==> src/design/vram_bus_pkg.sv <==
// VRAM side types and the address stride table shared by the address ports
package vram_bus_pkg;

    localparam int VRAM_ADDR_W = 17;
    localparam int VRAM_DATA_W = 8;
    localparam int INCR_CODE_W = 4;
    localparam int STEP_W      = 11;
    localparam int NUM_STRIDES = 2 ** INCR_CODE_W;

    typedef logic [VRAM_ADDR_W-1:0] vram_addr_t;
    typedef logic [VRAM_DATA_W-1:0] vram_byte_t;
    typedef logic [INCR_CODE_W-1:0] incr_code_t;
    typedef logic signed [STEP_W-1:0] step_t;

    ////////////////////
    // Stride table
    ////////////////////

    // Codes 0..10 are powers of two (code 0 means no step),
    // codes 11..15 are multiples of 40 for tile and bitmap rows
    localparam step_t STRIDE_TABLE [NUM_STRIDES] = '{
        11'sd0,   11'sd1,   11'sd2,   11'sd4,
        11'sd8,   11'sd16,  11'sd32,  11'sd64,
        11'sd128, 11'sd256, 11'sd512, 11'sd40,
        11'sd80,  11'sd160, 11'sd320, 11'sd640
    };

endpackage

==> src/design/vera_regs_pkg.sv <==
// Host register window of the address and data block: offsets, ADDR_H fields, address-1 modes
package vera_regs_pkg;

    ////////////////////
    // Register offsets
    ////////////////////

    localparam int REG_ADDR_W = 5;
    typedef logic [REG_ADDR_W-1:0] reg_addr_t;

    localparam reg_addr_t ADDR_L  = 5'h00;
    localparam reg_addr_t ADDR_M  = 5'h01;
    localparam reg_addr_t ADDR_H  = 5'h02;
    localparam reg_addr_t DATA0   = 5'h03;
    localparam reg_addr_t DATA1   = 5'h04;
    localparam reg_addr_t FX_CTRL = 5'h09;

    // Display-composer select, picks the bank behind offsets 09 and up
    localparam int DC_SEL_W = 6;
    typedef logic [DC_SEL_W-1:0] dc_sel_t;

    localparam dc_sel_t DC_SEL_FX = 6'd2;

    // Address-1 mode held in FX_CTRL
    localparam int MODE_W = 2;
    typedef logic [MODE_W-1:0] addr1_mode_t;

    localparam addr1_mode_t MODE_NORMAL = 2'd0;

    ////////////////////
    // ADDR_H fields
    ////////////////////

    localparam int INCR_LSB = 4;
    localparam int DECR_BIT = 3;
    localparam int BANK_BIT = 0;

endpackage
==> src/design/addr_data.sv <==
// Top of the dual address-port block, connects decoder, both pointers and the bus sequencer
`timescale 1ns/1ps

module addr_data (
    input  logic                       reset,
    input  logic                       clk,
    input  logic                       do_read,
    input  logic                       do_write,
    input  vera_regs_pkg::reg_addr_t   access_addr,
    input  vram_bus_pkg::vram_byte_t   write_data,
    input  vram_bus_pkg::vram_byte_t   vram_rddata,
    input  logic                       vram_addr_select,
    input  vera_regs_pkg::dc_sel_t     dc_select,
    output vram_bus_pkg::vram_addr_t   vram_addr_0,
    output vram_bus_pkg::vram_addr_t   vram_addr_1,
    output vram_bus_pkg::incr_code_t   vram_addr_incr_0,
    output vram_bus_pkg::incr_code_t   vram_addr_incr_1,
    output logic                       vram_addr_decr_0,
    output logic                       vram_addr_decr_1,
    output vram_bus_pkg::vram_byte_t   vram_data0,
    output vram_bus_pkg::vram_byte_t   vram_data1,
    output vram_bus_pkg::vram_addr_t   ib_addr,
    output vram_bus_pkg::vram_byte_t   ib_wrdata,
    output logic                       ib_write,
    output logic                       ib_do_access,
    output vera_regs_pkg::addr1_mode_t fx_addr1_mode
);

    logic set_low_0, set_mid_0, set_high_0, step_0;
    logic set_low_1, set_mid_1, set_high_1, step_1;
    logic data_write, data_port, fetch_req, fetch_port;

    reg_access_decoder decoder_i (
        .clk(clk), .reset(reset), .do_read(do_read), .do_write(do_write),
        .access_addr(access_addr), .write_data(write_data),
        .vram_addr_select(vram_addr_select), .dc_select(dc_select),
        .set_low_0(set_low_0), .set_mid_0(set_mid_0), .set_high_0(set_high_0),
        .step_0(step_0), .set_low_1(set_low_1), .set_mid_1(set_mid_1),
        .set_high_1(set_high_1), .step_1(step_1), .data_write(data_write),
        .data_port(data_port), .fetch_req(fetch_req), .fetch_port(fetch_port),
        .fx_addr1_mode(fx_addr1_mode)
    );

    vram_addr_port port_0_i (
        .clk(clk), .reset(reset), .set_low(set_low_0), .set_mid(set_mid_0),
        .set_high(set_high_0), .step(step_0), .write_data(write_data),
        .addr(vram_addr_0), .incr(vram_addr_incr_0), .decr(vram_addr_decr_0)
    );

    vram_addr_port port_1_i (
        .clk(clk), .reset(reset), .set_low(set_low_1), .set_mid(set_mid_1),
        .set_high(set_high_1), .step(step_1), .write_data(write_data),
        .addr(vram_addr_1), .incr(vram_addr_incr_1), .decr(vram_addr_decr_1)
    );

    vram_bus_sequencer sequencer_i (
        .clk(clk), .reset(reset), .data_write(data_write), .data_port(data_port),
        .write_data(write_data), .fetch_req(fetch_req), .fetch_port(fetch_port),
        .addr_0(vram_addr_0), .addr_1(vram_addr_1), .vram_rddata(vram_rddata),
        .ib_addr(ib_addr), .ib_wrdata(ib_wrdata), .ib_write(ib_write),
        .ib_do_access(ib_do_access), .vram_data0(vram_data0), .vram_data1(vram_data1)
    );

endmodule

==> src/design/vram_bus_sequencer.sv <==
// Issues VRAM writes and fetch-ahead reads on the internal bus and captures read data
`timescale 1ns/1ps

module vram_bus_sequencer (
    input  logic                     clk,
    input  logic                     reset,
    input  logic                     data_write,
    input  logic                     data_port,
    input  vram_bus_pkg::vram_byte_t write_data,
    input  logic                     fetch_req,
    input  logic                     fetch_port,
    input  vram_bus_pkg::vram_addr_t addr_0,
    input  vram_bus_pkg::vram_addr_t addr_1,
    input  vram_bus_pkg::vram_byte_t vram_rddata,
    output vram_bus_pkg::vram_addr_t ib_addr,
    output vram_bus_pkg::vram_byte_t ib_wrdata,
    output logic                     ib_write,
    output logic                     ib_do_access,
    output vram_bus_pkg::vram_byte_t vram_data0,
    output vram_bus_pkg::vram_byte_t vram_data1
);

    // Fetch waits one cycle so the pointer has already stepped
    logic fetch_pending_r;
    logic fetch_port_r;

    // Read pipeline, one stage per bus cycle
    logic ib_port_r;
    logic save_result_r;
    logic save_port_r;

    ////////////////////
    // Bus requests
    ////////////////////

    always_ff @(posedge clk or posedge reset) begin
        if (reset) begin
            ib_addr         <= '0;
            ib_wrdata       <= '0;
            ib_write        <= 1'b0;
            ib_do_access    <= 1'b0;
            ib_port_r       <= 1'b0;
            fetch_pending_r <= 1'b0;
            fetch_port_r    <= 1'b0;
        end else begin
            ib_do_access <= 1'b0;
            if (fetch_pending_r) begin
                ib_addr      <= fetch_port_r ? addr_1 : addr_0;
                ib_write     <= 1'b0;
                ib_do_access <= 1'b1;
                ib_port_r    <= fetch_port_r;
            end else if (data_write) begin
                // Pointer is still the pre-step value in this cycle
                ib_addr      <= data_port ? addr_1 : addr_0;
                ib_wrdata    <= write_data;
                ib_write     <= 1'b1;
                ib_do_access <= 1'b1;
            end

            fetch_pending_r <= fetch_req;
            if (fetch_req) begin
                fetch_port_r <= fetch_port;
            end
        end
    end

    ////////////////////
    // Read capture
    ////////////////////

    always_ff @(posedge clk or posedge reset) begin
        if (reset) begin
            save_result_r <= 1'b0;
            save_port_r   <= 1'b0;
            vram_data0    <= '0;
            vram_data1    <= '0;
        end else begin
            save_result_r <= ib_do_access && !ib_write;
            save_port_r   <= ib_port_r;
            if (save_result_r && !save_port_r) begin
                vram_data0 <= vram_rddata;
            end
            if (save_result_r && save_port_r) begin
                vram_data1 <= vram_rddata;
            end
        end
    end

    ////////////////////
    // Checks
    ////////////////////

    // Host spacing keeps writes apart on the bus
    assert property (@(posedge clk) disable iff (reset)
        (ib_do_access && ib_write) |=> !(ib_do_access && ib_write))
    else $error("bus sequencer: back-to-back write pulses");

    // A write arriving under a pending fetch would be dropped
    assert property (@(posedge clk) disable iff (reset)
        !(data_write && fetch_pending_r))
    else $error("bus sequencer: data write collides with pending fetch");

endmodule

==> src/design/reg_access_decoder.sv <==
// Decodes host register accesses into address port strobes and bus requests, holds FX_CTRL mode
`timescale 1ns/1ps

module reg_access_decoder (
    input  logic                       clk,
    input  logic                       reset,
    input  logic                       do_read,
    input  logic                       do_write,
    input  vera_regs_pkg::reg_addr_t   access_addr,
    input  vram_bus_pkg::vram_byte_t   write_data,
    input  logic                       vram_addr_select,
    input  vera_regs_pkg::dc_sel_t     dc_select,
    output logic                       set_low_0,
    output logic                       set_mid_0,
    output logic                       set_high_0,
    output logic                       step_0,
    output logic                       set_low_1,
    output logic                       set_mid_1,
    output logic                       set_high_1,
    output logic                       step_1,
    output logic                       data_write,
    output logic                       data_port,
    output logic                       fetch_req,
    output logic                       fetch_port,
    output vera_regs_pkg::addr1_mode_t fx_addr1_mode
);

    logic data0_access;
    logic data1_access;
    logic change_0;
    logic change_1;

    vera_regs_pkg::addr1_mode_t mode_r;

    ////////////////////
    // Address loads
    ////////////////////

    assign set_low_0  = do_write && access_addr == vera_regs_pkg::ADDR_L && !vram_addr_select;
    assign set_mid_0  = do_write && access_addr == vera_regs_pkg::ADDR_M && !vram_addr_select;
    assign set_high_0 = do_write && access_addr == vera_regs_pkg::ADDR_H && !vram_addr_select;
    assign set_low_1  = do_write && access_addr == vera_regs_pkg::ADDR_L && vram_addr_select;
    assign set_mid_1  = do_write && access_addr == vera_regs_pkg::ADDR_M && vram_addr_select;
    assign set_high_1 = do_write && access_addr == vera_regs_pkg::ADDR_H && vram_addr_select;

    ////////////////////
    // Data accesses
    ////////////////////

    assign data0_access = (do_read || do_write) && access_addr == vera_regs_pkg::DATA0;
    assign data1_access = (do_read || do_write) && access_addr == vera_regs_pkg::DATA1;

    // Port 1 only steps in normal mode
    assign step_0 = data0_access;
    assign step_1 = data1_access && mode_r == vera_regs_pkg::MODE_NORMAL;

    assign data_write = do_write && (data0_access || data1_access);
    assign data_port  = data1_access;

    // Any pointer change asks for a fetch-ahead, port 0 first
    assign change_0   = set_low_0 || set_mid_0 || set_high_0 || step_0;
    assign change_1   = set_low_1 || set_mid_1 || set_high_1 || step_1;
    assign fetch_req  = change_0 || change_1;
    assign fetch_port = !change_0;

    ////////////////////
    // FX_CTRL mode
    ////////////////////

    always_ff @(posedge clk or posedge reset) begin
        if (reset) begin
            mode_r <= vera_regs_pkg::MODE_NORMAL;
        end else if (do_write && access_addr == vera_regs_pkg::FX_CTRL &&
                     dc_select == vera_regs_pkg::DC_SEL_FX) begin
            mode_r <= write_data[vera_regs_pkg::MODE_W-1:0];
        end
    end

    assign fx_addr1_mode = mode_r;

endmodule

==> src/design/vram_addr_port.sv <==
// One VRAM address pointer with stride code and direction, loaded bytewise by the host
`timescale 1ns/1ps

module vram_addr_port (
    input  logic                     clk,
    input  logic                     reset,
    input  logic                     set_low,
    input  logic                     set_mid,
    input  logic                     set_high,
    input  logic                     step,
    input  vram_bus_pkg::vram_byte_t write_data,
    output vram_bus_pkg::vram_addr_t addr,
    output vram_bus_pkg::incr_code_t incr,
    output logic                     decr
);

    localparam int ADDR_W = vram_bus_pkg::VRAM_ADDR_W;
    localparam int BYTE_W = vram_bus_pkg::VRAM_DATA_W;
    localparam int STEP_W = vram_bus_pkg::STEP_W;

    vram_bus_pkg::step_t      table_step;
    vram_bus_pkg::step_t      signed_step;
    vram_bus_pkg::vram_addr_t step_addr;

    ////////////////////
    // Stepping adder
    ////////////////////

    assign table_step  = vram_bus_pkg::STRIDE_TABLE[incr];
    assign signed_step = decr ? -table_step : table_step;

    // Sign extend the step so a decrement wraps modulo 2^17
    assign step_addr = addr + {{(ADDR_W - STEP_W){signed_step[STEP_W-1]}}, signed_step};

    ////////////////////
    // Pointer registers
    ////////////////////

    always_ff @(posedge clk or posedge reset) begin
        if (reset) begin
            addr <= '0;
            incr <= '0;
            decr <= 1'b0;
        end else begin
            if (step) begin
                addr <= step_addr;
            end else begin
                if (set_low) begin
                    addr[BYTE_W-1:0] <= write_data;
                end
                if (set_mid) begin
                    addr[2*BYTE_W-1:BYTE_W] <= write_data;
                end
                if (set_high) begin
                    // Bank bit is address bit 16
                    addr[ADDR_W-1] <= write_data[vera_regs_pkg::BANK_BIT];
                end
            end
            if (set_high) begin
                incr <= write_data[vera_regs_pkg::INCR_LSB +: vram_bus_pkg::INCR_CODE_W];
                decr <= write_data[vera_regs_pkg::DECR_BIT];
            end
        end
    end

    ////////////////////
    // Checks
    ////////////////////

    // The decoder serves one host access per cycle, so a data step and
    // an address load never meet on the same port
    assert property (@(posedge clk) disable iff (reset)
        step |-> !(set_low || set_mid || set_high))
    else $error("address port: step and set strobe in the same cycle");

endmodule

==> config.mk <==
export PLATFORM = sky130hd
export DESIGN_NAME = addr_data
export DESIGN_NICKNAME = d
export VERILOG_FILES = /design/src/design/vram_bus_pkg.sv /design/src/design/vera_regs_pkg.sv /design/src/design/addr_data.sv /design/src/design/vram_bus_sequencer.sv /design/src/design/reg_access_decoder.sv /design/src/design/vram_addr_port.sv
export SDC_FILE = /design/constraint.sdc
export NUM_CORES = 1
export LEC_CHECK = 0
export ABC_AREA = 1
export ABC_CLOCK_PERIOD_IN_PS = 3700
export BUFFER_PORTS_ARGS = -buffer_cell sky130_fd_sc_hd__clkbuf_2
export CORE_MARGIN = 3
export CORE_UTILIZATION = 42
export CTS_BUF_LIST = sky130_fd_sc_hd__clkbuf_8
export CTS_CLUSTER_SIZE = 16
export DETAILED_ROUTE_END_ITERATION = 16
export PLACE_DENSITY_LB_ADDON = 0.2
export SYNTH_ARGS = -nofsm -noshare
export SYNTH_HDL_FRONTEND = slang
export SYNTH_SLANG_ARGS = --single-unit
==> constraint.sdc <==
create_clock -name clk -period 3.7 [get_ports clk]
set_input_delay 0.74 -clock clk [delete_from_list [all_inputs] [get_ports clk]]
set_output_delay 0.74 -clock clk [all_outputs]
set_load 0.02 [all_outputs]
After elaboration in Yosys (flattened, before gate mapping) --
Memories as Yosys holds them, arrays and structs flattened. Index checks and enable logic that the tools add are counted.
Cells by class: add/sub/neg operators 4, multipliers 0, div/mod/pow operators 0, $lt $le $gt $ge 2, equality and inequality tests 6, shifts and indexed selects 0, muxes and demuxes 22, bitwise gates (word level) 3, reduce and logical (&&, ||, !) cells 41
Operators with widths (number):
- 17-bit 2-to-1 mux | 6
- 11-bit 2-to-1 mux | 6
- 17-bit adder | 2
- 8-bit 2-to-1 mux | 4
- 11-bit negation | 2
- 1-bit logical AND | 18
- 2-bit nonzero test | 7
- 5-bit by 2-bit equality test with 1-bit output (second input constant) | 2
- 5-bit greater-or-equal comparator (second input constant) | 2
- 4-bit inverter with 5-bit output | 2
- 1-bit logical OR | 9
- 6-bit by 2-bit equality test with 1-bit output (second input constant) | 1
- 1-bit 2-to-1 mux | 6
- 5-bit by 1-bit equality test with 1-bit output (second input constant) | 1
- 5-bit by 3-bit equality test with 1-bit output (second input constant) | 1
- 5-bit by 4-bit equality test with 1-bit output (second input constant) | 1
- 5-bit zero test | 1
- 1-bit zero test | 4
- 2-bit zero test | 1
- 2-bit AND reduction | 1
- 1-bit inverter | 1
Word-level totals: flip-flop bits (word level) 94, bits in latches 0, RAM bits 0, bits in read-only memories 352, input port bits 32, output and inout bits 89, word-level logic and storage cells 102, memories 2
Memory list:
- (name not given) | depth 16, bits a word 11, rd ports 1, clocked after Yosys merged registers in 0, wr ports 0, RTL line vram_addr_port.sv:29 | assign table_step = vram_bus_pkg::STRIDE_TABLE[incr];
- (name not given) | depth 16, bits a word 11, rd ports 1, clocked after Yosys merged registers in 0, wr ports 0, RTL line vram_addr_port.sv:29

Logic depth before layout (Yosys ltp) --
Gate-level depths: netlist of run 1.
depth in word-level cells 8, mapped depth 23, gate-level depth less buffers 23

Modules after synthesis --
A second synthesis of run 1 with hierarchy kept.
Unflattened totals: cells, all modules 1170, area, all modules 7587.3 µm²
Modules (own cells, without submodules):
- vram_bus_sequencer | instances 1, cells each 314, area an instance 2539.9 µm², sequential area each 1201.2 µm²
- vram_addr_port (port_0_i) | instances 1, cells each 398, area an instance 2371.0 µm², sequential area each 550.5 µm²
- vram_addr_port (port_1_i) | instances 1, cells each 393, area an instance 2323.5 µm², sequential area each 550.5 µm²
- reg_access_decoder | instances 1, cells each 65, area an instance 352.8 µm², sequential area each 50.0 µm²

Worst setup path before layout of run 1 --
Ideal clock, no wire load.
path kind reg2reg, start register port_0_i.incr[3], end register port_0_i.addr[4], library setup time 0.132 ns, arrival time 2.559 ns, data required time 3.568 ns, slack 1.008 ns, stages on the path, launching flop included 14, path buffers 1, clock period less this slack 2.692 ns, cells stage by stage dfrtp_1 clkbuf_1 nor2_1 nand3_1 ha_1 nand2_1 o21ai_0 fa_1 nand2_1 nand2_1 and2_1 or2_2 nand3_1 o211ai_1
On the way: word-level cells in the longest chain between the ends 8
RTL lines:
- start, declared | RTL line vram_addr_port.sv:13 | output vram_bus_pkg::incr_code_t incr,
- start signal, assigned | RTL line vram_addr_port.sv:60 | incr <= write_data[vera_regs_pkg::INCR_LSB +: vram_bus_pkg::INCR_CODE_W];
- 4-bit inverter with 5-bit output (implied by the code) (*) | RTL line vram_addr_port.sv:29
- memory 16 x 11 bit (*)
- 11-bit 2-to-1 mux (implied by the code) (*) (2 in a row) | RTL line vram_addr_port.sv:29
- 11-bit negation | RTL line vram_addr_port.sv:30 | assign signed_step = decr ? -table_step : table_step;
- 11-bit 2-to-1 mux (*) | RTL line vram_addr_port.sv:30
- 17-bit adder (*) | RTL line vram_addr_port.sv:33 | assign step_addr = addr + {{(ADDR_W - STEP_W){signed_step[STEP_W-1]}}, signed_step};
- 17-bit 2-to-1 mux (*) | RTL line vram_addr_port.sv:45 | if (step) begin
- end signal, assigned | RTL line vram_addr_port.sv:46 | addr <= step_addr;
- end signal, assigned by index | RTL line vram_addr_port.sv:49 | addr[BYTE_W-1:0] <= write_data;
- end signal, assigned by index | RTL line vram_addr_port.sv:52 | addr[2*BYTE_W-1:BYTE_W] <= write_data;
- end, declared | RTL line vram_addr_port.sv:12 | output vram_bus_pkg::vram_addr_t addr,
Every way passes the cells marked *; elsewhere a longest branch is shown, timed or not. The select of a mux whose other input is x is not followed. A chain may end at the register's enable or synchronous reset.

Worst setup path after layout of run 1 --
start register port_1_i.incr[2], end register port_1_i.addr[16]
On the way: word-level cells in the longest chain between the ends 8
RTL lines (RTL line):
- start, declared | vram_addr_port.sv:13
- start signal, assigned | vram_addr_port.sv:60
- 4-bit inverter with 5-bit output (implied by the code) (*) | vram_addr_port.sv:29
- memory 16 x 11 bit (*)
- 11-bit 2-to-1 mux (implied by the code) (*) (2 in a row) | vram_addr_port.sv:29
- 11-bit negation | vram_addr_port.sv:30
- 11-bit 2-to-1 mux (*) | vram_addr_port.sv:30
- 17-bit adder (*) | vram_addr_port.sv:33
- 17-bit 2-to-1 mux (*) | vram_addr_port.sv:45
- end signal, assigned | vram_addr_port.sv:46
- end signal, assigned by index | vram_addr_port.sv:49
- end signal, assigned by index | vram_addr_port.sv:52
- end, declared | vram_addr_port.sv:12
Marks and branches as above.

==> impl_metrics.env, run 1 <==
export IMPL_status="completed"
export IMPL_ir_drop_uv=303
export IMPL_path_class="reg2reg"
export IMPL_cts_inserted_buffers=9
export IMPL_std_cell_rows=47
export IMPL_period_share_pct=80.8
export IMPL_arrival_ps=3270
export IMPL_synth_top_area_share_pct=31.8
export IMPL_hp_class="reg2reg"
export IMPL_cts_root_buf="clkbuf_8"
export IMPL_path_max_fanout=12
export IMPL_dieArea_sq_um=19300
export IMPL_total_power_mw=4.34
export IMPL_fin_skew_ps=12.3
export IMPL_drv_slew=0
export IMPL_avgSynthCellArea_sq_um=6.25
export IMPL_synthTopCellsByCount="nand2_1 (463), inv_1 (185), nand3_1 (136)"
export IMPL_post_cts_setup_buffers=0
export IMPL_ys_async_sr_fraction_pct=100
export IMPL_clockBufferDepth=2
export IMPL_required_ps=3980
export IMPL_netlist_area_sq_um=7400
export IMPL_ff2ff_setup_slack_ps=710
export IMPL_drive_above_1_share_pct=13.4
export IMPL_grt_total_usage_pct=22.5
export IMPL_critPathCapture="port_1_i.addr[16]"
export IMPL_die_y_um=139
export IMPL_synth_cell_types=35
export IMPL_end_kind="flip-flop"
export IMPL_ctsHoldBuffers=0
export IMPL_routabilityCongestion=0.904
export IMPL_rsz0062_at_grt="false"
export IMPL_cts_tree="built"
export IMPL_yosysWarnings=0
export IMPL_syn_inst=1185
export IMPL_wl_per_cell_um=14.4
export IMPL_setup_viol=0
export IMPL_yosys_area_top_type="dfrtp_1"
export IMPL_clock_sinks=94
export IMPL_ios=121
export IMPL_start_util_pct=43.7
export IMPL_worstMarginPinSlew_ps=1100
export IMPL_clkLatencyLatePin_ps=390
export IMPL_worst_r2r_path_depth=17
export IMPL_drtAntennaViolNets=0
export IMPL_via_count=7569
export IMPL_synth_area_leaders="dfrtp_1 (32%), nand2_1 (23%), inv_1 (9.4%)"
export IMPL_register_area_sq_um=2350
export IMPL_fin_nets=1364
export IMPL_grt_start_max_net_pins=62
export IMPL_timing_rr_start="port_1_i.incr[2]"
export IMPL_dp_hpwl_mm=17.0
export IMPL_wl_mm=21.8
export IMPL_area_growth_pct=13.4
export IMPL_p_per_area_nw_per_um2=517
export IMPL_clkTransAtPathRegs_ps=110
export IMPL_drc=0
export IMPL_tns_ps=0
export IMPL_multiInputGateArea_sq_um=4180
export IMPL_min_from="sequencer_i.ib_port_r"
export IMPL_hold_viol_final=0
export IMPL_maxCapViolCount=0
export IMPL_leakage_nw=5.07
export IMPL_viasPerCell=4.98
export IMPL_post_cts_resized=0
export IMPL_synth_fp_nets=1255
export IMPL_synth_edff_count=0
export IMPL_antenna_found_initial=0
export IMPL_startpoint="port_1_i.incr[2]"
export IMPL_htreeDepth=3
export IMPL_diodes=0
export IMPL_cp_start_kind="flip-flop"
export IMPL_fillers=1804
export IMPL_relSlewSlack_pct=26.7
export IMPL_synth_seq_area_share_pct=31.8
export IMPL_core_sq_um=16900
export IMPL_ys_ff_latch=94
export IMPL_ys_flop_type="dfrtp_1"
export IMPL_io_buffer_count=120
export IMPL_dr_pass1_iters=5
export IMPL_grt_pass1_vias=6937
export IMPL_drtIter0Drc=630
export IMPL_fp_dieW_um=139
export IMPL_r2r_end="port_1_i.addr[16]"
export IMPL_grt_pass1_wl_mm=35.8
export IMPL_grt_ovfl_total=0
export IMPL_synth_most_common_cell="nand2_1"
export IMPL_fin_crit_ps=2990
export IMPL_fmax_ghz=0.335
worst max-delay path, cell delays in order (launching register included):
cell and delay (ps):
dfrtp_1 520, nor2_1 260, inv_1 80, nor2_1 140
inv_1 60, ha_1 200, nand3_1 110, nand2_1 120
inv_1 210, ha_1 320, nand2_1 150, inv_1 70
nand2_1 60, nand2_1 60, a21oi_1 260, nand3_1 120
nand3_1 100, nand2_1 50
worst min-delay path by stage:
stage / to / slack (ps) / cells after the start
after CTS: sequencer_i.save_port_r / 400 / 0
after detailed placement: sequencer_i.save_port_r / 370 / 0
after floorplan: sequencer_i.save_port_r / 350 / 0
after global placement: sequencer_i.save_port_r / 360 / 0
final: sequencer_i.save_port_r / 400 / 0
after global routing: sequencer_i.save_port_r / 410 / 0
logic make-up (layout without fill, tap and decap cells):
group           Yosys count  in the layout  share of synthesized area [%]
compound gates          126            126                           9.52
xor+xnor                  4              4                          0.473
fa+ha+maj                38             38                           6.62
simple gates            698            698                           39.9
buf+inv                 225            339                           11.7
flops                    94             94                           31.8
placed cells by master, fill, tap and decap left out, drive strengths merged:
cell and n:
nand2 468, inv 198, nand3 139, clkbuf 129
dfrtp 94, o21ai 62, nor2 56, ha 36
a21oi 31, o211ai 25, nor3 16, nand3b 9
buf 8, or2 7, a31oi 4, o22ai 3
and2 2, xnor2 2, xor2 2, fa 2
clkinvlp 2, clkinv 2, nor4 1, a22oi 1
cell type report:
| type | count | area share [%] |
|---|---|---|
| clock buffer | 9 | 1.48 |
| clock inverter | 7 | 0.745 |
| inverter | 195 | 8.78 |
| multi-input combinational | 866 | 49.8 |
| sequential | 94 | 28.0 |
| tap | 220 | 3.28 |
| timing repair buffer | 128 | 7.87 |
report_power, final:
part	switching, mW	internal (mW)
clock network	0.428	0.260
logic	1.29	0.681
registers	0.378	1.31
stage by stage:
stage	hold WS [ps]	cells	util, %	area [sq um]	setup slack [ps]
after floorplan	354	1185	-	7400	511
after global placement	359	1503	48.5	8210	822
after detailed placement	369	1503	48.5	8210	765
after CTS	396	1519	49.6	8400	766
after global routing	409	1519	49.6	8400	334
final	400	1519	49.6	8400	711
routing by layer:
metal / share of wire [%] / up-vias / global-route usage, % / wire [um]
li1: - / 3946 / - / -
met1: 48 / 3412 / 32.8 / 10600
met2: 46 / 200 / 36.1 / 9940
met3: 5.3 / 11 / 2.76 / 1150
met4: 0.66 / 0 / 4.58 / 144
met5: 0 / - / 0 / 0
flip-flops by register name, indices dropped and copies added (netlist names), 2 cells and up:
register / count
sequencer_i.vram_data1: 8
port_1_i.incr: 4
decoder_i.fx_addr1_mode: 2
port_0_i.addr: 17
port_1_i.addr: 17
sequencer_i.vram_data0: 8
port_0_i.incr: 4
sequencer_i.ib_wrdata: 8
sequencer_i.ib_addr: 17
No activity file was read; power rests on OpenSTA's default activity.
==> run 2, diff against run 1 <==
- ABC_AREA: 1 -> 0
- ABC_CLOCK_PERIOD_IN_PS: 3700 -> 2710
- clock period: 3.7 -> 2.71 ns (I/O delays scaled with it)
==> run 2 against run 1 <==
The run now ends with negative setup slack left. Combinational power increased by 140%. Via count decreased by 17%. Global-route usage grew 1.8 points. Non-clock buffer count is 145 higher. Critical path type unchanged. Critical endpoint is now port_1_i.addr[15].
==> impl_metrics.env, run 2 <==
export IMPL_clock_sinks=94
export IMPL_ys_ff_latch=94
export IMPL_start_util_pct=43.2
export IMPL_layout_common_cells="buf_4 (138), clkbuf_2 (120), dfrtp_1 (88)"
export IMPL_routabilityCongestion=0.850
export IMPL_register_area_sq_um=2360
export IMPL_cts_inserted_buffers=9
export IMPL_path_max_fanout=4
export IMPL_final_instance_count_excl_fill=1122
export IMPL_dr_pass1_iters=5
export IMPL_multiInputGateArea_sq_um=4480
export IMPL_drive_above_1_share_pct=48.0
export IMPL_wl_per_cell_um=18.5
export IMPL_yosysWarnings=0
export IMPL_drc=0
export IMPL_grt_start_max_net_pins=33
export IMPL_fin_ws_ps=-569
export IMPL_syn_inst=681
export IMPL_synth_seq_area_share_pct=37.2
export IMPL_core_sq_um=14600
export IMPL_via_count=6267
export IMPL_violations="negative setup slack"
export IMPL_hp_class="in2async"
export IMPL_fin_skew_ps=14.0
export IMPL_internal_power_mw=4.47
export IMPL_ir_drop_uv=618
export IMPL_drv_slew=0
export IMPL_io_buffer_count=120
export IMPL_avgSynthCellArea_sq_um=9.28
export IMPL_combinationalPowerShare_pct=57.5
export IMPL_clkTransAtPathRegs_ps=110
export IMPL_std_cell_rows=44
export IMPL_ys_async_sr_fraction_pct=100
export IMPL_fin_nets=1003
export IMPL_wl_mm=20.8
export IMPL_synth_fp_nets=751
export IMPL_p_switching_mw=3.67
export IMPL_largest_registers="port_0_i.addr x17, port_1_i.addr x17, sequencer_i.ib_addr x17"
export IMPL_die_y_um=129
export IMPL_cts_tree="built"
export IMPL_timing_rr_start="port_1_i.incr[2]"
export IMPL_required_ps=2980
export IMPL_diodes=0
export IMPL_fp_dieW_um=129
export IMPL_leakage_nw=4.43
export IMPL_yosys_area_top_type="dfrtp_1"
export IMPL_final_common_cell="buf_4"
export IMPL_rsz0062_at_grt="true"
export IMPL_p_sw_share_pct=45.1
export IMPL_design_area_sq_um=9190
export IMPL_status="finished with violations"
export IMPL_place_inst=1078
export IMPL_drtIter0Drc=453
export IMPL_ios=121
export IMPL_worstMarginPinSlew_ps=707
export IMPL_startpoint="port_1_i.incr[2]"
export IMPL_utilization_pct=62.7
export IMPL_synth_cell_types=73
export IMPL_fin_crit_ps=3280
export IMPL_relSlewSlack_pct=52.8
export IMPL_end_kind="flip-flop"
export IMPL_maxCapViolCount=0
export IMPL_p_per_area_nw_per_um2=886
export IMPL_grt_ovfl_total=0
export IMPL_dieArea_sq_um=16600
export IMPL_antenna_found_initial=0
export IMPL_area_growth_pct=45.4
export IMPL_arrival_ps=3550
export IMPL_cp_start_kind="flip-flop"
export IMPL_grt_pass1_wl_mm=32.0
export IMPL_ys_flop_type="dfrtp_1"
export IMPL_synth_top_area_share_pct=37.2
export IMPL_ff2ff_setup_slack_ps=-570
export IMPL_ctsHoldBuffers=0
export IMPL_viasPerCell=5.59
export IMPL_period_share_pct=121
export IMPL_synth_most_common_cell="dfrtp_1"
export IMPL_netlist_area_sq_um=6320
export IMPL_worst_r2r_path_depth=17
export IMPL_path_class="reg2reg"
export IMPL_fillers=1205
export IMPL_grt_total_usage_pct=24.3
export IMPL_hold_viol_final=0
export IMPL_fmax_ghz=0.305
export IMPL_grt_pass1_vias=6260
export IMPL_synth_edff_count=0
export IMPL_p_clk_share_pct=12.3
export IMPL_dp_slack_ps=-643
export IMPL_r2r_end="port_1_i.addr[15]"
export IMPL_holdWs_ps=102
export IMPL_cts_root_buf="clkbuf_8"
export IMPL_synthTopCellsByCount="dfrtp_1 (94), nand2_1 (83), nor2_1 (49)"
export IMPL_clockBufferDepth=2
export IMPL_clkLatencyLatePin_ps=380
export IMPL_dp_hpwl_mm=15.0
export IMPL_place_area_sq_um=8210
export IMPL_critPathCapture="port_1_i.addr[15]"
export IMPL_htreeDepth=3
export IMPL_drtAntennaViolNets=0
export IMPL_setup_viol=22
export IMPL_p_seq_share_pct=30.1
export IMPL_synth_area_leaders="dfrtp_1 (37%), ha_1 (7.1%), mux2_2 (7.1%)"
run 2: changes by cell type in the layout (fill, tap and decap cells not counted), moves of 15 or more:
cell      before  now
nand3_1      136    9
o21ai_0       58   17
nand2_1      463   79
nor2_1        54   37
inv_1        184   18
mux2_2         0   40
a22oi_1        1   16
o211ai_1      25    2
mux2i_1        0   29
buf_4          8  138
run 2: how the worst min path moves through the flow:
stage	endpoint	cells after the start
2_1_floorplan	sequencer_i.save_port_r	0
3_3_place_gp	sequencer_i.save_port_r	0
3_5_place_dp	sequencer_i.save_port_r	0
4_1_cts	sequencer_i.vram_data0[7]	2
5_1_grt	sequencer_i.vram_data0[6]	2
6_report	sequencer_i.vram_data0[0]	2
run 2: worst max-delay path: stages (launching register included):
cell and delay, ps:
dfrtp_1 420, nor2_4 200, nand3_4 100, ha_4 180, nand2b_4 140, nand2_2 70, o21ai_2 50, a22o_1 170
nand2_1 60, o21ai_1 60, ha_1 280, a21o_1 200, or3_4 350, o2111ai_4 230, a31oi_4 140, a221oi_2 260
xor2_1 180, o21ai_1 70
run 2: cells by family after synthesis:
family	after synthesis	synth area share (%)
AO/OA/AOI/OAI	197	20.8
XOR/XNOR	26	3.60
adder cells (fa/ha/maj)	38	7.76
buffers and inverters	54	3.56
flip-flops	94	37.2
multiplexers	69	11.7
AND/OR/NAND/NOR	203	15.4
run 2: layer usage:
metal  wire length (um)  vias to the layer above  track usage, %
met5                  0                        -               0
met4                583                        0            8.34
met3                771                       42            2.86
met2              10600                      157            42.0
met1               8850                     3061            31.4
li1                   -                     3007               -
run 2: area by class of cell:
class / count / share of cell area, %
Multi-Input combinational cell: 533 / 48.7
Sequential cell: 94 / 25.7
Timing Repair Buffer: 273 / 19.8
Tap cell: 184 / 2.51
Clock buffer: 9 / 1.35
Clock inverter: 7 / 1.01
Inverter: 22 / 0.967
run 2: power groups by stage:
stage,clock network [mW],registers (mW),logic (mW)
2_1_floorplan,0,2.85,1.93
5_1_grt,1.09,2.51,5.06
4_1_cts,1.03,2.44,4.38
6_report,1.00,2.45,4.69
3_3_place_gp,0,2.44,3.90
3_5_place_dp,0,2.46,3.97
run 2: through the flow:
step	setup TNS (ps)	power, mW
2_1_floorplan	-4390	4.78
3_3_place_gp	-6920	6.34
3_5_place_dp	-7320	6.44
4_1_cts	-6130	7.85
5_1_grt	-10310	8.65
6_report	-6580	8.14
run 2: repair_timing:
| item | 4_1_cts | 5_1_grt |
|---|---|---|
| buffers inserted | 21 | 7 |
| pin swaps | 44 | 43 |
| gates resized for setup | 72 | 51 |
| setup endpoints to repair | 24 | 27 |
==> run 3, diff against run 2 <==
- PLACE_DENSITY: unset -> 0.66
- PLACE_DENSITY_LB_ADDON: 0.2 -> unset
==> run 3 against run 2 <==
The flow still finishes with violations (negative setup slack). Clock skew fell by 3.9 ps. Combinational power increased by 1%. Count of clock-buffer cells in the layout did not move. Power rose by 1.2%. Critical path type unchanged. Critical endpoint unchanged. Highest routed layer unchanged.
==> impl_metrics.env, run 3 (synthesis results as in run 2) <==
export IMPL_status="finished with violations"
export IMPL_violations="negative setup slack"
export IMPL_drtAntennaViolNets=0
export IMPL_combinationalPowerShare_pct=57.7
export IMPL_final_common_cell="buf_4"
export IMPL_area_growth_pct=46.0
export IMPL_p_per_area_nw_per_um2=893
export IMPL_p_switching_mw=3.73
export IMPL_cts_root_buf="clkbuf_8"
export IMPL_grt_total_usage_pct=24.8
export IMPL_core_sq_um=14600
export IMPL_clkLatencyLatePin_ps=380
export IMPL_fin_skew_ps=10.1
export IMPL_drc=0
export IMPL_hold_viol_final=0
export IMPL_grt_start_max_net_pins=79
export IMPL_diodes=0
export IMPL_clock_sinks=94
export IMPL_cts_inserted_buffers=9
export IMPL_register_area_sq_um=2360
export IMPL_grt_pass1_vias=6319
export IMPL_p_seq_share_pct=30.0
export IMPL_p_clk_share_pct=12.3
export IMPL_fillers=1194
export IMPL_internal_power_mw=4.51
export IMPL_cpMostUsedCell="o21ai_1"
export IMPL_ctsHoldBuffers=0
export IMPL_viasPerCell=5.67
export IMPL_r2r_end="port_1_i.addr[15]"
export IMPL_ff2ff_setup_slack_ps=-660
export IMPL_setup_viol=22
export IMPL_die_y_um=129
export IMPL_multiInputGateArea_sq_um=4460
export IMPL_largest_registers="port_0_i.addr x17, port_1_i.addr x17, sequencer_i.ib_addr x17"
export IMPL_hp_class="in2async"
export IMPL_slowest_stage="dfrtp_1"
export IMPL_dieArea_sq_um=16600
export IMPL_path_class="reg2reg"
export IMPL_clkTransAtPathRegs_ps=100
export IMPL_end_kind="flip-flop"
export IMPL_p_sw_share_pct=45.2
export IMPL_cpLargestDelayFamily="compound AO/OA/AOI/OAI gates"
export IMPL_place_inst=1084
export IMPL_fin_nets=1004
export IMPL_htreeDepth=3
export IMPL_clockBufferDepth=2
export IMPL_utilization_pct=63.0
export IMPL_arrival_ps=3640
export IMPL_relSlewSlack_pct=49.9
export IMPL_drtIter0Drc=564
export IMPL_io_buffer_count=120
export IMPL_fp_dieW_um=129
export IMPL_cp_start_kind="flip-flop"
export IMPL_total_power_mw=8.24
export IMPL_final_instance_count_excl_fill=1123
export IMPL_antenna_found_initial=0
export IMPL_crit_path_max_incr_delay_ps=420
export IMPL_cts_tree="built"
export IMPL_via_count=6368
export IMPL_dr_pass1_iters=6
export IMPL_required_ps=2980
export IMPL_ir_drop_uv=596
export IMPL_worstMarginPinSlew_ps=750
export IMPL_maxCapViolCount=0
export IMPL_rsz0062_at_grt="true"
export IMPL_holdWs_ps=121
export IMPL_fin_ws_ps=-659
export IMPL_start_util_pct=43.2
export IMPL_drv_slew=0
export IMPL_drive_above_1_share_pct=47.7
export IMPL_crit_chain="nor2_4 > nand3_2 > ha_4 > buf_6 > o22ai_2 > nand2_1 > o21ai_1 > a21oi_1 > o21ai_1 > ha_1 > a21o_1 > or3_4 > o2111ai_4 > a31oi_4 > a221oi_2 > xor2_1 > o21ai_1"
export IMPL_path_max_fanout=4
export IMPL_period_share_pct=124
export IMPL_wl_mm=21.2
export IMPL_worst_path_buf_inv=1
export IMPL_timing_rr_start="port_1_i.incr[2]"
export IMPL_ios=121
export IMPL_fin_crit_ps=3370
export IMPL_wl_per_cell_um=18.9
export IMPL_worst_r2r_path_depth=17
export IMPL_layout_common_cells="buf_4 (133), clkbuf_2 (120), dfrtp_1 (87)"
export IMPL_fmax_ghz=0.297
export IMPL_std_cell_rows=44
export IMPL_grt_pass1_wl_mm=32.8
export IMPL_grt_ovfl_total=0
export IMPL_dp_hpwl_mm=15.2
export IMPL_leakage_nw=4.45
export IMPL_routabilityCongestion=0.883
-- run 3: cell types whose count changed in the layout (fill, tap and decap cells not counted), sizes merged --
cell	delta
buf	+1
clkinv	-1
clkinvlp	+1
-- run 3: power groups by stage --
stage / sequential [mW] / clock (mW) / combinational, mW
6_report: 2.47 / 1.02 / 4.75
4_1_cts: 2.45 / 1.03 / 4.36
3_5_place_dp: 2.47 / 0 / 4.02
2_1_floorplan: 2.85 / 0 / 1.93
3_3_place_gp: 2.44 / 0 / 3.91
5_1_grt: 2.52 / 1.10 / 5.11
-- run 3: final cells by class --
| class | instances | area share [%] |
|---|---|---|
| clock buffers | 9 | 1.34 |
| repair buffers | 274 | 20.3 |
| flip-flops and latches | 94 | 25.6 |
| clock inverters | 7 | 1.02 |
| well taps | 184 | 2.49 |
| inverters | 22 | 0.963 |
| multi-input cells | 533 | 48.3 |
-- run 3: worst max-delay path by stage --
stage | slack, ps | depth (start not counted) | from | endpoint
after floorplan | -680 | 18 | port_1_i.incr[0] | port_1_i.addr[15]
final | -660 | 17 | port_1_i.incr[2] | port_1_i.addr[15]
after CTS | -610 | 17 | port_1_i.incr[3] | port_1_i.addr[15]
after global placement | -560 | 17 | port_1_i.incr[2] | port_1_i.addr[15]
after detailed placement | -680 | 17 | port_1_i.incr[2] | port_1_i.addr[15]
after global routing | -790 | 18 | port_1_i.incr[2] | port_1_i.addr[16]
-- run 3: through the flow --
step	cell area, sq um	setup TNS (ps)	setup slack, ps
floorplan	6620	-4390	-680
global placement	8290	-6410	-558
detailed placement	8290	-7410	-684
CTS	8870	-6070	-612
global route	9230	-11220	-790
finish	9230	-7600	-659
-- run 3: layer usage --
metal  share of wire, %  up-vias  track usage, %
met3                3.9       49            3.15
met5                  0        -               0
met2                 52      180            43.2
li1                   -     3002               -
met4                2.9        0            8.83
met1                 41     3137            31.7
-- run 3: what timing repair did --
action | 4_1_cts | 5_1_grt
resized for setup | 68 | 51
buffers inserted | 9 | 16
setup endpoints to repair | 24 | 24
pin swaps | 43 | 46
